## config.mk

```make
export PLATFORM = sky130hd
export DESIGN_NAME = timer_channel
export DESIGN_NICKNAME = d
export VERILOG_FILES = /design/src/common/amber_sys_pkg.sv /design/src/timer/timer_channel.sv
export VERILOG_INCLUDE_DIRS = /design/src /design/src/common
export SDC_FILE = /design/constraint.sdc
export NUM_CORES = 1
export LEC_CHECK = 0
export BUFFER_PORTS_ARGS = -buffer_cell sky130_fd_sc_hd__buf_2
export CAP_MARGIN = 10
export CORE_UTILIZATION = 49
export CTS_BUF_LIST = sky130_fd_sc_hd__clkbuf_4 sky130_fd_sc_hd__clkbuf_8 sky130_fd_sc_hd__clkbuf_16
export DETAILED_ROUTE_END_ITERATION = 7
export MAX_ROUTING_LAYER = met4
export PLACE_DENSITY = 0.8
export SLEW_MARGIN = 20
export SYNTH_ARGS = -nofsm -noshare
export SYNTH_HDL_FRONTEND = slang
export SYNTH_SLANG_ARGS = --single-unit
```

## constraint.sdc

```tcl
create_clock -name i_clk -period 2.1 [get_ports i_clk]
set_input_delay 0.42 -clock i_clk [delete_from_list [all_inputs] [get_ports i_clk]]
set_output_delay 0.42 -clock i_clk [all_outputs]
set_load 0.02 [all_outputs]
```

## src/common/amber_sys_defs.svh

```systemverilog
// Address map, register offsets, sizes and interrupt bit positions

`ifndef AMBER_SYS_DEFS_SVH
`define AMBER_SYS_DEFS_SVH

// Regions, matched against address bits 31:24
`define AMBER_REGION_BOOT       8'h00
`define AMBER_REGION_TIMER      8'h13
`define AMBER_REGION_IRQ        8'h14

// Boot SRAM geometry
`define AMBER_BOOT_WORDS        256
`define AMBER_BOOT_AW           8

// Timer block, channel index sits in address bits 9:8
`define AMBER_TIMERS            3
`define AMBER_TIMER_STRIDE_BIT  8
`define AMBER_TIMER_LOAD        8'h00
`define AMBER_TIMER_VALUE       8'h04
`define AMBER_TIMER_CTRL        8'h08
`define AMBER_TIMER_CLEAR       8'h0C

// Control word bits
`define AMBER_CTRL_ENABLE_BIT   7
`define AMBER_CTRL_PERIODIC_BIT 6

// Interrupt controller, IRQ half
`define AMBER_IRQ_STATUS        8'h00
`define AMBER_IRQ_RAW           8'h04
`define AMBER_IRQ_EN_SET        8'h08
`define AMBER_IRQ_EN_CLR        8'h0C

// FIRQ half mirrors the IRQ layout at +0x20
`define AMBER_FIRQ_STATUS       8'h20
`define AMBER_FIRQ_RAW          8'h24
`define AMBER_FIRQ_EN_SET       8'h28
`define AMBER_FIRQ_EN_CLR       8'h2C

// Software interrupt
`define AMBER_SOFT_SET          8'h30
`define AMBER_SOFT_CLR          8'h34

// Raw vector bit positions, timer k on bit LSB+k
`define AMBER_IRQ_SOFT_BIT      1
`define AMBER_IRQ_TIMER_LSB     5

`endif

```

## src/common/amber_sys_pkg.sv

```systemverilog
// Shared types for the Amber Wishbone subsystem
// Bus word types, timer count, interrupt vector and decoder FSM states

package amber_sys_pkg;

    // ------------------------------------------------------------------------
    // Wishbone classic bus
    // ------------------------------------------------------------------------

    // Byte address as driven by the master
    typedef logic [31:0] wb_addr_t;

    // Bus data word, also used for any register value
    typedef logic [31:0] wb_data_t;

    // One select bit per byte lane
    typedef logic [3:0]  wb_sel_t;

    // ------------------------------------------------------------------------
    // Timer and interrupt types
    // ------------------------------------------------------------------------

    // Load value or live count of one channel
    typedef logic [15:0] timer_count_t;

    // Raw sources, masks and status share one layout
    typedef logic [31:0] irq_vec_t;

    // Decoder FSM
    // WB_RESP lasts exactly one cycle, the ack or err cycle
    typedef enum logic {
        WB_IDLE,
        WB_RESP
    } wb_state_t;

endpackage

```

## src/timer/timer_channel.sv

```systemverilog
// One down-counting timer channel
// Load value, enable and periodic bits, sticky interrupt flag

`timescale 1ns/1ps

`include "amber_sys_defs.svh"

module timer_channel import amber_sys_pkg::*; (
    input  logic         i_clk,
    input  logic         i_rst_n,
    input  logic         i_load_wr,
    input  logic         i_ctrl_wr,
    input  logic         i_clear_wr,
    input  wb_data_t     i_wdat,
    output timer_count_t o_count,
    output logic [1:0]   o_ctrl,
    output timer_count_t o_load,
    output logic         o_flag
);

    // ctrl[1] enable, ctrl[0] periodic
    logic enable;
    logic periodic;
    logic expire;

    assign enable   = o_ctrl[1];
    assign periodic = o_ctrl[0];

    // Step from 1 to 0 this cycle
    assign expire   = enable && (o_count == timer_count_t'(1)) && !i_load_wr;

    always_ff @(posedge i_clk) begin
        if (!i_rst_n) begin
            o_count <= '0;
            o_load  <= '0;
            o_ctrl  <= '0;
            o_flag  <= 1'b0;
        end else begin
            if (i_load_wr) begin
                o_load  <= i_wdat[15:0];
                o_count <= i_wdat[15:0];
            end else if (expire) begin
                // One-shot parks at 0
                o_count <= periodic ? o_load : '0;
            end else if (enable && o_count != '0) begin
                o_count <= o_count - 1'b1;
            end

            if (i_ctrl_wr) begin
                o_ctrl <= {i_wdat[`AMBER_CTRL_ENABLE_BIT], i_wdat[`AMBER_CTRL_PERIODIC_BIT]};
            end

            // Clear beats a set in the same cycle
            if (i_clear_wr) begin
                o_flag <= 1'b0;
            end else if (expire) begin
                o_flag <= 1'b1;
            end
        end
    end

    // Running count stays within the programmed period
    a_count_le_load: assert property (@(posedge i_clk) disable iff (!i_rst_n)
        enable |-> (o_count <= o_load));

endmodule

```

### Yosys cells after proc, flatten, opt, wreduce, memory -nomap -nowiden

Index checks and enable logic that the tools add are counted.

* flip-flop bits (word level): 35
* bits in latches: 0
* RAM bits: 0
* ROM bits: 0
* input port bits: 37
* output and inout bits: 35
* word-level logic and storage cells: 18
* memories kept: 0

* add/subtract/negate cells: 1
* multiply operators: 0
* divide/modulo/power cells: 0
* order comparisons: 0
* equal/unequal tests: 1
* shift operators: 0
* mux-type cells: 4
* bitwise operators: 1
* reduce and logical (&&, ||, !) cells: 7

Operators with widths (count)
* $mux 16: 4
* $eq 16x1->1 const B: 1
* $reduce_bool 16->1: 1
* $sub 16x1->16 const B: 1
* $logic_and 1x1->1: 3
* $reduce_bool 3->1: 1
* $reduce_or 2->1: 1
* $logic_not 1->1: 1
* $not 1->1: 1

### Depth between registers and ports, before layout

Gate-level depths: netlist (run 1).

* depth in word-level cells: 5
* depth in mapped cells: 9
* depth with buffers taken out: 7

### Worst setup path before layout (run 1)

OpenSTA, ideal clock, no wires.

* kind: reg-to-reg
* from: register o_count[1]
* to: register o_count[12]
* setup time: 119 ps
* arrival time: 1967 ps
* required time: 1981 ps
* path slack: 14 ps
* stages on the path, launching flop included: 9
* buffers on the path: 1
* period minus slack after synthesis: 2086 ps
* cells stage by stage: dfxtp_1 inv_1 ha_1 and4bb_2 and4_1 buf_6 a311oi_4 a221oi_2 o221a_1

* word-level cells in the longest chain between the ends: 5
* elaborated cells between the ends (all ways): 10
* those cells by class: 1 x add/sub; 1 x eq/ne; 3 x mux; 5 x reduce/logical

Ends and longest elaborated chain
* start: declaration: line timer_channel.sv:15 `output timer_count_t o_count,`
* start signal: assignment: line timer_channel.sv:41 `o_count <= i_wdat[15:0];`
* start signal: assignment: line timer_channel.sv:44 `o_count <= periodic ? o_load : '0;`
* start signal: assignment: line timer_channel.sv:46 `o_count <= o_count - 1'b1;`
* parallel branches: the longest is 5 deep, another holds $sub 16x1->16

Several ways; the timed one is not identified. The select of a mux whose other input is x is not followed.
A chain may end at the register's enable or synchronous reset.

### Worst setup path in the final report (run 1)

* from: register o_count[0]
* to: register o_count[7]

The elaborated chain is that of the path after synthesis.

==> out/metrics.cfg, run 1 <==
[floorplanning]
start_util_pct = 52.0
core_area_mm2 = 0.00374
dieArea_mm2 = 0.00423
die_h_um = 65.0
io_pins = 72
rows = 22
die_width_um = 65.0

[grt]
grt_usage_pct = 27.3
grt_pass1_wl_um = 8710
grt.overflow.total = 0
grt_max_degree = 16
first_global_vias = 1974
antenna_found_initial = 0

[worst_setup_path]
path_cells = inv_1, ha_1, nor3b_2, a41o_1, or3b_1, o211ai_1, a311oi_1
crit_buf_inv = 1
r2r_end = o_count[7]$_SDFFE_PN0P_
worstPathRequired_ps = 2270
cpMaxStageDelayCell = dfxtp_1
arrival_ps = 2170
end_kind = flip-flop
critical_path.max_stage_delay_ps = 440
rrSetupSlack_ps = 100
reg2reg_from = o_count[0]$_SDFFE_PN0P_
startpoint_type = flip-flop
critPathTopFamily = simple AND/OR/NAND/NOR gates
crit_fanout = 7
reg2reg_depth = 7
path_class = flip-flop to flip-flop

[clocking]
cts_root_buf = clkbuf_8
clk_latency_ps = 290
numCtsBuffers = 5
tritoncts = done
cts_buffer_depth = 2
postCtsSetupRepairBufs = 0
htree_levels = 2
cts.reportedPaths.clkPinSlew_ps = 70
clock_sinks = 35

[cells_and_area]
fillers = 335
final_cell_mix = buf_2, dfxtp_1, nor2_1
final_common_cell = buf_2
diodes = 0
fin_nets = 340
final_area_mm2 = 0.00253
drive_gt1_share_pct = 36.4
areaGrowthSynthToFinish_pct = 30.0

[placement]
port_buffers = 55
place_area_mm2 = 0.00242
gp_congestion = 0.981
hpwl_um = 4070

[sta]
worst_pin_slew_ps = 616
drv_slew = 0
fin_skew_ps = 10.2
setup_viol = 0
min_period_ps = 2000
slew_headroom_pct = 58.6
finalCritPeriodShare_pct = 95.3
rsz0062_at_grt = false
hold_violations = 0
fin_tns_setup_ps = 0
timing.fmax_ghz = 0.500

[outcome]
outcome = finished clean

[synthesis]
synthSimpleGateAreaFrac_pct = 25.7
synth-async-reset-ratio_pct = 0
syn_inst = 222
ys_seq_area_share_pct = 36.0
ys_ff_latch = 35
synthesis.nets = 261
synth_top_area_cell = dfxtp_1
synthAdderAreaFrac_pct = 1.29
synthFlopType = dfxtp_1
synth_mux_area_share_pct = 7.78
avgSynthCellArea_um2 = 8.76
synth_edf_count = 0
synth-xor-area-share_pct = 1.35
netlist_area_mm2 = 0.00195
synthTopCellsByArea = dfxtp_1, mux2i_1, nor2_1, nand2_1, a311oi_1
synth.top_cell.area_share_pct = 36.0
synth_compound_area_share_pct = 22.6
yosys_warnings = 0
synth_top_family_by_area = simple AND/OR/NAND/NOR gates
ys_types = 57

[power_and_ir_drop]
p_sw_uw = 590
power_frac_seq_pct = 43.7
cellLeakagePower_nw = 1.14
ir_drop_uv = 506
internal_power_mw = 1.18
power_frac_clock_pct = 27.4
pwr-share-comb_pct = 28.9
p_per_area_mw_per_mm2 = 700
switching_share_pct = 33.3

[detailed_routing]
vias_per_cell = 5.84
wl_per_cell_um = 15.4
first_pass_iters = 4
drtIter0Drc = 104
num_vias = 2045
postRouteAntennaNets = 0
drc = 0
finalWirelength_um = 5370

[hold_path]
hold_class = input port to flip-flop
whs_endpoint = o_flag$_SDFFE_PP0P_
holdPathStages = 2
hold_start = i_clear_wr

[flow_run]
maxCapViolCount = 0

==> cells in the mapped netlist (2+ instances only) <==
master / number
nor4_1: 3
o31ai_1: 2
o32ai_1: 2
nand2_1: 26
a2bb2oi_1: 2
mux2i_1: 14
buf_2: 4
nor2_1: 34
nor4_4: 2
and3_1: 2
nand3_1: 3
a311oi_1: 7
nand4_1: 2
o221a_2: 2
nand4b_1: 2
o22ai_1: 2
or4_1: 3
nor3b_1: 2
a21oi_1: 10
a31oi_1: 3
dfxtp_1: 35
clkbuf_1: 3
a22oi_1: 3
inv_1: 8
a211oi_1: 4
nor4_2: 2
o21ai_0: 4
nor3_1: 4
o311ai_0: 2
xnor2_1: 2
ha_1: 2
==> area by class of cell <==
class / instances / area (um^2) / area share [%]
Multi-Input combinational cell: 167 / 1160 / 45.9
Clock buffer: 6 / 76.3 / 3.02
Timing Repair Buffer: 83 / 485 / 19.2
Clock inverter: 2 / 12.5 / 0.495
Tap cell: 48 / 60.1 / 2.37
Sequential cell: 35 / 701 / 27.7
Inverter: 9 / 33.8 / 1.34
==> registers in the layout, summed over array words and instances, names as in the netlist <==
signal	cells
o_ctrl	2
o_flag	1
o_load	16
o_count	16
==> worst max-delay path by stage <==
stage | from | endpoint | slack [ps] | cells after the start
floorplan | o_count[1]$_SDFFE_PN0P_ | o_count[12]$_SDFFE_PN0P_ | 10 | 8
detailed placement | o_count[0]$_SDFFE_PN0P_ | o_count[3]$_SDFFE_PN0P_ | 40 | 7
CTS | o_count[0]$_SDFFE_PN0P_ | o_count[3]$_SDFFE_PN0P_ | 8 | 7
global route | o_count[0]$_SDFFE_PN0P_ | o_count[12]$_SDFFE_PN0P_ | 4 | 7
global placement | o_count[0]$_SDFFE_PN0P_ | o_count[3]$_SDFFE_PN0P_ | 70 | 7
finish | o_count[0]$_SDFFE_PN0P_ | o_count[7]$_SDFFE_PN0P_ | 100 | 7
==> worst register-to-register path: cells and delay by family, from the launching register on <==
family / cells / cell delay, ps
buffers and inverters: 1 / 90
DFF: 1 / 440
adders and majority gates: 1 / 240
AOI/OAI and AO/OA: 3 / 550
and+or+nand+nor: 2 / 560
==> layer usage <==
metal / track usage, % / wire (um) / up-vias
li1: - / - / 996
met1: 31.8 / 2350 / 953
met2: 48.0 / 2590 / 86
met3: 4.23 / 357 / 10
met4: 7.88 / 84 / 0
met5: - / 0 / -
==> metrics by stage <==
stage	setup WS (ps)	hold WS, ps	std cells	total power, mW	utilization [%]
2_1_floorplan	14.1	499	222	1.10	-
3_3_place_gp	67.7	459	342	1.28	64.7
3_5_place_dp	44.0	466	342	1.29	64.7
4_1_cts	7.65	288	350	1.77	67.1
5_1_grt	3.88	295	350	1.85	67.6
6_report	99.4	293	350	1.77	67.6
==> power by group through the flow <==
stage	combinational, mW	sequential (mW)	clock [mW]
after global placement	0.494	0.784	0
final	0.513	0.774	0.485
after CTS	0.505	0.772	0.496
after floorplan	0.253	0.842	0
after detailed placement	0.502	0.787	0
after global routing	0.559	0.780	0.512
==> cell families (layout without fill, tap and decap cells) <==
kind of cell / Yosys count / after routing
adders and majority gates: 2 / 2
xor gates and xnor gates: 3 / 3
and+or+nand+nor: 92 / 92
DFF: 35 / 35
muxes: 15 / 15
buffers and inverters: 20 / 100
AOI/OAI and AO/OA: 55 / 55
==> what timing repair did <==
item	4_1_cts	5_1_grt
endpoints found under the setup margin	0	13
hold buffers	0	0
resized for setup	0	5
No activity file was read; power rests on OpenSTA's default activity.
==> run 2, diff against run 1 <==
MAX_ROUTING_LAYER = unset   (was met4)
==> out/metrics.cfg, run 2 (synthesized netlist as in run 1, its figures left out) <==
[sta]
fin_tns_setup_ps = 0  ; unchanged
finalCritPeriodShare_pct = 94.1  ; was 95.3%
rsz0062_at_grt = false  ; unchanged
timing.fmax_ghz = 0.506  ; was 0.500 GHz
hold_violations = 0  ; unchanged
drv_slew = 0  ; unchanged
layout_setup_ws_ps = 123  ; was 99.4 ps
worst_pin_slew_ps = 643  ; was 616 ps
slew_headroom_pct = 56.8  ; was 58.6%
min_period_ps = 1980  ; was 2000 ps
fin_skew_ps = 10.0  ; was 10.2 ps
setup_viol = 0  ; unchanged

[floorplanning]
rows = 22  ; unchanged
start_util_pct = 52.0  ; unchanged
io_pins = 72  ; unchanged
die_width_um = 65.0  ; unchanged
dieArea_mm2 = 0.00423  ; unchanged
core_area_mm2 = 0.00374  ; unchanged
die_h_um = 65.0  ; unchanged

[detailed_routing]
drtIter0Drc = 140  ; was 104
first_pass_iters = 4  ; unchanged
wl_per_cell_um = 15.3  ; was 15.4 um
drc = 0  ; unchanged
finalWirelength_um = 5380  ; was 5370 um
vias_per_cell = 5.86  ; was 5.84
num_vias = 2062  ; was 2045
postRouteAntennaNets = 0  ; unchanged

[power_and_ir_drop]
total_power_mw = 1.78  ; was 1.77 mW
p_per_area_mw_per_mm2 = 703  ; was 700 mW/mm^2
cellLeakagePower_nw = 1.14  ; about the same
ir_drop_uv = 564  ; was 506 uV

[cells_and_area]
fin_util_pct = 67.7  ; was 67.6%
fin_nets = 342  ; was 340
ff_latch_area_um2 = 702  ; was 701 um^2
multi_input_area_mm2 = 0.00115  ; was 0.00116 mm^2
final_area_mm2 = 0.00254  ; was 0.00253 mm^2
drive_gt1_share_pct = 36.2  ; was 36.4%
final_common_cell = buf_2  ; unchanged
final_cell_mix = buf_2, dfxtp_1, nor2_1  ; unchanged
fillers = 326  ; was 335
diodes = 0  ; unchanged
areaGrowthSynthToFinish_pct = 30.4  ; was 30.0%
reg.largest.list = o_count x16, o_load x16, o_ctrl x2  ; unchanged

[worst_setup_path]
crit_fanout = 4  ; was 7
arrival_ps = 2170  ; about the same
end_kind = flip-flop  ; unchanged
critical_path.max_stage_delay_ps = 330  ; was 440 ps
path_class = flip-flop to flip-flop  ; unchanged
path_cells = inv_1, ha_1, and4bb_2, and4_1, buf_4, a311oi_4, a221oi_2, o221a_1  ; was inv_1, ha_1, nor3b_2, a41o_1, or3b_1, o211ai_1, a311oi_1
worstPathRequired_ps = 2290  ; was 2270 ps
reg2reg_from = o_count[1]$_SDFFE_PN0P_  ; was o_count[0]$_SDFFE_PN0P_
cpMaxStageDelayCell = dfxtp_1  ; unchanged
r2r_end = o_count[12]$_SDFFE_PN0P_  ; was o_count[7]$_SDFFE_PN0P_
startpoint_type = flip-flop  ; unchanged
reg2reg_depth = 8  ; was 7
rrSetupSlack_ps = 120  ; was 100 ps

[grt]
antenna_found_initial = 0  ; unchanged
first_global_vias = 1946  ; was 1974
grt_max_degree = 17  ; was 16
grt.overflow.total = 0  ; unchanged
grt_usage_pct = 27.2  ; was 27.3%
grt_pass1_wl_um = 8830  ; was 8710 um

[hold_path]
hold_start = i_clear_wr  ; unchanged
holdPathStages = 2  ; unchanged
whs_endpoint = o_flag$_SDFFE_PP0P_  ; unchanged
hold_class = input port to flip-flop  ; unchanged

[placement]
port_buffers = 55  ; unchanged
place_area_mm2 = 0.00244  ; was 0.00242 mm^2
hpwl_um = 4080  ; was 4070 um
gp_congestion = 0.954  ; was 0.981
place_ws_ps = 78.9  ; was 44.0 ps

[clocking]
clk_latency_ps = 300  ; was 290 ps
clock_sinks = 35  ; unchanged
numCtsBuffers = 5  ; unchanged
cts_root_buf = clkbuf_8  ; unchanged
tritoncts = done  ; unchanged
cts.reportedPaths.clkPinSlew_ps = 80  ; was 70 ps
postCtsSetupRepairBufs = 0  ; unchanged
htree_levels = 2  ; unchanged
cts_buffer_depth = 2  ; unchanged

[flow_run]
maxCapViolCount = 0  ; unchanged

[outcome]
outcome = finished clean  ; unchanged

==> run 2: cell count changes in the layout (fill, tap and decap cells not counted) <==
cell	delta
buf_4	+2
clkbuf_4	-1
clkinvlp_4	+1
dfxtp_1	-1
dfxtp_2	+1
nand2_1	+2
nand2_2	-2
nor3b_1	+1
nor3b_2	-1
o311ai_0	-1
o311ai_1	+1
==> run 2: through the flow <==
step | instances | hold WS, ps
3_3_place_gp | 344 | 459
4_1_cts | 352 | 271
2_1_floorplan | 222 | 499
3_5_place_dp | 344 | 475
6_report | 352 | 271
5_1_grt | 352 | 279
==> run 2: worst max-delay path: cells and delay by family, from the launching register on <==
kind | cells | cell delay [ps]
fa+ha+maj | 1 | 190
simple gates | 2 | 480
flops | 1 | 330
buf+inv | 2 | 220
compound gates | 3 | 640
==> run 2: worst max-delay path by stage <==
| stage | start | endpoint | slack, ps |
|---|---|---|---|
| 6_report | o_count[1]$_SDFFE_PN0P_ | o_count[12]$_SDFFE_PN0P_ | 120 |
| 5_1_grt | o_count[1]$_SDFFE_PN0P_ | o_count[12]$_SDFFE_PN0P_ | 9 |
| 4_1_cts | o_count[0]$_SDFFE_PN0P_ | o_count[7]$_SDFFE_PN0P_ | 70 |
| 3_5_place_dp | o_count[1]$_SDFFE_PN0P_ | o_count[11]$_SDFFE_PN0P_ | 80 |
| 3_3_place_gp | o_count[1]$_SDFFE_PN0P_ | o_count[11]$_SDFFE_PN0P_ | 110 |
| 2_1_floorplan | o_count[1]$_SDFFE_PN0P_ | o_count[12]$_SDFFE_PN0P_ | 10 |
==> run 2: what timing repair did <==
| action | in CTS | in global routing |
|---|---|---|
| endpoints found under the setup margin | 1 | 5 |
| gates resized for setup | 1 | 3 |
| pin swaps | 0 | 1 |
| hold buffers | 0 | 0 |
==> run 2: where the power goes <==
group          internal, mW  total, mW  leakage, nW  switching [mW]
registers             0.712      0.771        0.289          0.0588
logic                 0.227      0.517        0.813           0.290
clock network         0.231      0.494       0.0402           0.263
total                  1.17       1.78         1.14           0.612
==> run 2: metal layers <==
metal  routed length, um  GRT usage (%)  vias to the layer above
met2                2550           44.9                       93
met3                 348           6.34                       13
li1                    -              -                     1002
met1                2360           33.2                      954
met5                   0              0                        -
met4                 121           12.5                        0
==> run 2: area by class of cell <==
class / count / share of cell area, %
Clock inverter: 3 / 0.789
Timing Repair Buffer: 85 / 19.7
Sequential cell: 35 / 27.7
Inverter: 9 / 1.33
Clock buffer: 5 / 2.71
Multi-Input combinational cell: 167 / 45.4
Tap cell: 48 / 2.37
==> run 3, diff against run 2 <==
--- a/config.mk
+++ b/config.mk
@@ -13,2 +13,3 @@
 export DETAILED_ROUTE_END_ITERATION = 7
+export GPL_ROUTABILITY_DRIVEN = 0
 export PLACE_DENSITY = 0.8
==> constraint.sdc (replaced) <==
create_clock -name i_clk -period 2.1 [get_ports i_clk]
set_input_delay 0.21 -clock i_clk [delete_from_list [all_inputs] [get_ports i_clk]]
set_output_delay 0.21 -clock i_clk [all_outputs]
set_load 0.02 [all_outputs]
==> out/metrics.cfg, run 3 (synthesized netlist as in run 1, its figures left out) <==
[outcome]
outcome = finished clean  ; unchanged

[worst_setup_path]
cpMaxStageDelayCell = dfxtp_1  ; unchanged
critical_path.max_stage_delay_ps = 330  ; about the same
reg2reg_depth = 8  ; unchanged
rrSetupSlack_ps = 100  ; was 120 ps
crit_buf_inv = 2  ; unchanged
path_cells = inv_1, ha_1, and4bb_2, and4_1, buf_4, a311oi_4, a221oi_2, o221a_1  ; unchanged
end_kind = flip-flop  ; unchanged
arrival_ps = 2200  ; was 2170 ps
worstPathRequired_ps = 2290  ; about the same
critPathTopFamily = compound AO/OA/AOI/OAI gates  ; unchanged
crit_fanout = 4  ; unchanged
reg2reg_from = o_count[1]$_SDFFE_PN0P_  ; unchanged
startpoint_type = flip-flop  ; unchanged
r2r_end = o_count[12]$_SDFFE_PN0P_  ; unchanged
path_class = flip-flop to flip-flop  ; unchanged

[detailed_routing]
drc = 0  ; unchanged
num_vias = 2061  ; was 2062
wl_per_cell_um = 15.1  ; was 15.3 um
vias_per_cell = 5.86  ; about the same
drtIter0Drc = 95  ; was 140
finalWirelength_um = 5320  ; was 5380 um
first_pass_iters = 4  ; unchanged
postRouteAntennaNets = 0  ; unchanged

[clocking]
clock_sinks = 35  ; unchanged
htree_levels = 2  ; unchanged
tritoncts = done  ; unchanged
clk_latency_ps = 290  ; was 300 ps
cts_root_buf = clkbuf_8  ; unchanged
numCtsBuffers = 5  ; unchanged
cts.reportedPaths.clkPinSlew_ps = 70  ; was 80 ps
cts_buffer_depth = 2  ; unchanged

[cells_and_area]
final_cells = 352  ; unchanged
multi_input_area_mm2 = 0.00116  ; was 0.00115 mm^2
areaGrowthSynthToFinish_pct = 30.9  ; was 30.4%
drive_gt1_share_pct = 37.2  ; was 36.2%
fin_nets = 342  ; unchanged
ff_latch_area_um2 = 702  ; unchanged
fillers = 313  ; was 326
final_area_mm2 = 0.00255  ; was 0.00254 mm^2
diodes = 0  ; unchanged
fin_util_pct = 68.0  ; was 67.7%
reg.largest.list = o_count x16, o_load x16, o_ctrl x2  ; unchanged
final_cell_mix = buf_2, dfxtp_1, nor2_1  ; unchanged
final_common_cell = buf_2  ; unchanged

[floorplanning]
dieArea_mm2 = 0.00423  ; unchanged
core_area_mm2 = 0.00374  ; unchanged
rows = 22  ; unchanged
start_util_pct = 52.0  ; unchanged
die_width_um = 65.0  ; unchanged
die_h_um = 65.0  ; unchanged
io_pins = 72  ; unchanged

[sta]
slew_headroom_pct = 54.8  ; was 56.8%
finalCritPeriodShare_pct = 95.4  ; was 94.1%
fin_tns_setup_ps = 0  ; unchanged
setup_viol = 0  ; unchanged
timing.fmax_ghz = 0.499  ; was 0.506 GHz
hold_violations = 0  ; unchanged
fin_skew_ps = 3.21  ; was 10.0 ps
worst_pin_slew_ps = 672  ; was 643 ps
layout_setup_ws_ps = 96.1  ; was 123 ps
drv_slew = 0  ; unchanged
rsz0062_at_grt = false  ; unchanged
min_period_ps = 2000  ; was 1980 ps

[grt]
grt_max_degree = 17  ; unchanged
grt.overflow.total = 0  ; unchanged
first_global_vias = 1821  ; was 1946
grt_usage_pct = 26.5  ; was 27.2%
antenna_found_initial = 0  ; unchanged
grt_pass1_wl_um = 8540  ; was 8830 um

[hold_path]
hold_class = input port to flip-flop  ; unchanged
holdPathStages = 2  ; unchanged
whs_endpoint = o_flag$_SDFFE_PP0P_  ; unchanged
hold_start = i_clear_wr  ; unchanged

[placement]
place_area_mm2 = 0.00244  ; unchanged
hpwl_um = 3940  ; was 4080 um
port_buffers = 55  ; unchanged
place_ws_ps = 60.6  ; was 78.9 ps
dp.cells = 344  ; unchanged

[power_and_ir_drop]
p_per_area_mw_per_mm2 = 698  ; was 703 mW/mm^2
cellLeakagePower_nw = 1.15  ; was 1.14 nW
ir_drop_uv = 420  ; was 564 uV

[flow_run]
maxCapViolCount = 0  ; unchanged

-- run 3: cell counts in the layout (fill, tap and decap cells not counted) --
No cell type changed its count.
-- run 3: how the worst max path moves through the flow --
stage | endpoint | slack (ps) | depth (start not counted) | start
2_1_floorplan | o_count[12]$_SDFFE_PN0P_ | 10 | 8 | o_count[1]$_SDFFE_PN0P_
3_3_place_gp | o_count[7]$_SDFFE_PN0P_ | 90 | 8 | o_count[0]$_SDFFE_PN0P_
3_5_place_dp | o_count[7]$_SDFFE_PN0P_ | 60 | 8 | o_count[0]$_SDFFE_PN0P_
4_1_cts | o_count[13]$_SDFFE_PN0P_ | 30 | 7 | o_count[0]$_SDFFE_PN0P_
5_1_grt | o_count[7]$_SDFFE_PN0P_ | 7 | 8 | o_count[0]$_SDFFE_PN0P_
6_report | o_count[12]$_SDFFE_PN0P_ | 100 | 8 | o_count[1]$_SDFFE_PN0P_
-- run 3: what timing repair did --
action | 4_1_cts | 5_1_grt
resized for setup | 0 | 7
setup endpoints to repair | 0 | 10
buffers inserted | 0 | 0
hold buffers | 0 | 0
-- run 3: power breakdown --
part	total, mW	internal (mW)	switching [mW]
clock	0.485	0.230	0.255
sequential	0.771	0.712	0.0583
combinational	0.522	0.230	0.292
-- run 3: metrics by stage --
step                      hold WS, ps  power (mW)
final                            73.9        1.78
after global routing             56.4        1.86
after CTS                        67.8        1.78
after detailed placement          383        1.29
after global placement            375        1.28
after floorplan                   289        1.10
-- run 3: cell type report --
type                       instances  share of cell area [%]
timing repair buffer              85                    19.6
multi-input combinational        167                    45.6
clock inverter                     3                   0.786
inverter                           9                    1.33
tap                               48                    2.36
sequential                        35                    27.6
clock buffer                       5                    2.70
-- run 3: routing by layer --
layer | share of wire [%] | global-route usage [%]
met4 | 1.1 | 7.61
met3 | 7.0 | 6.16
met2 | 50 | 47.1
met1 | 42 | 31.5
met5 | 0 | 0
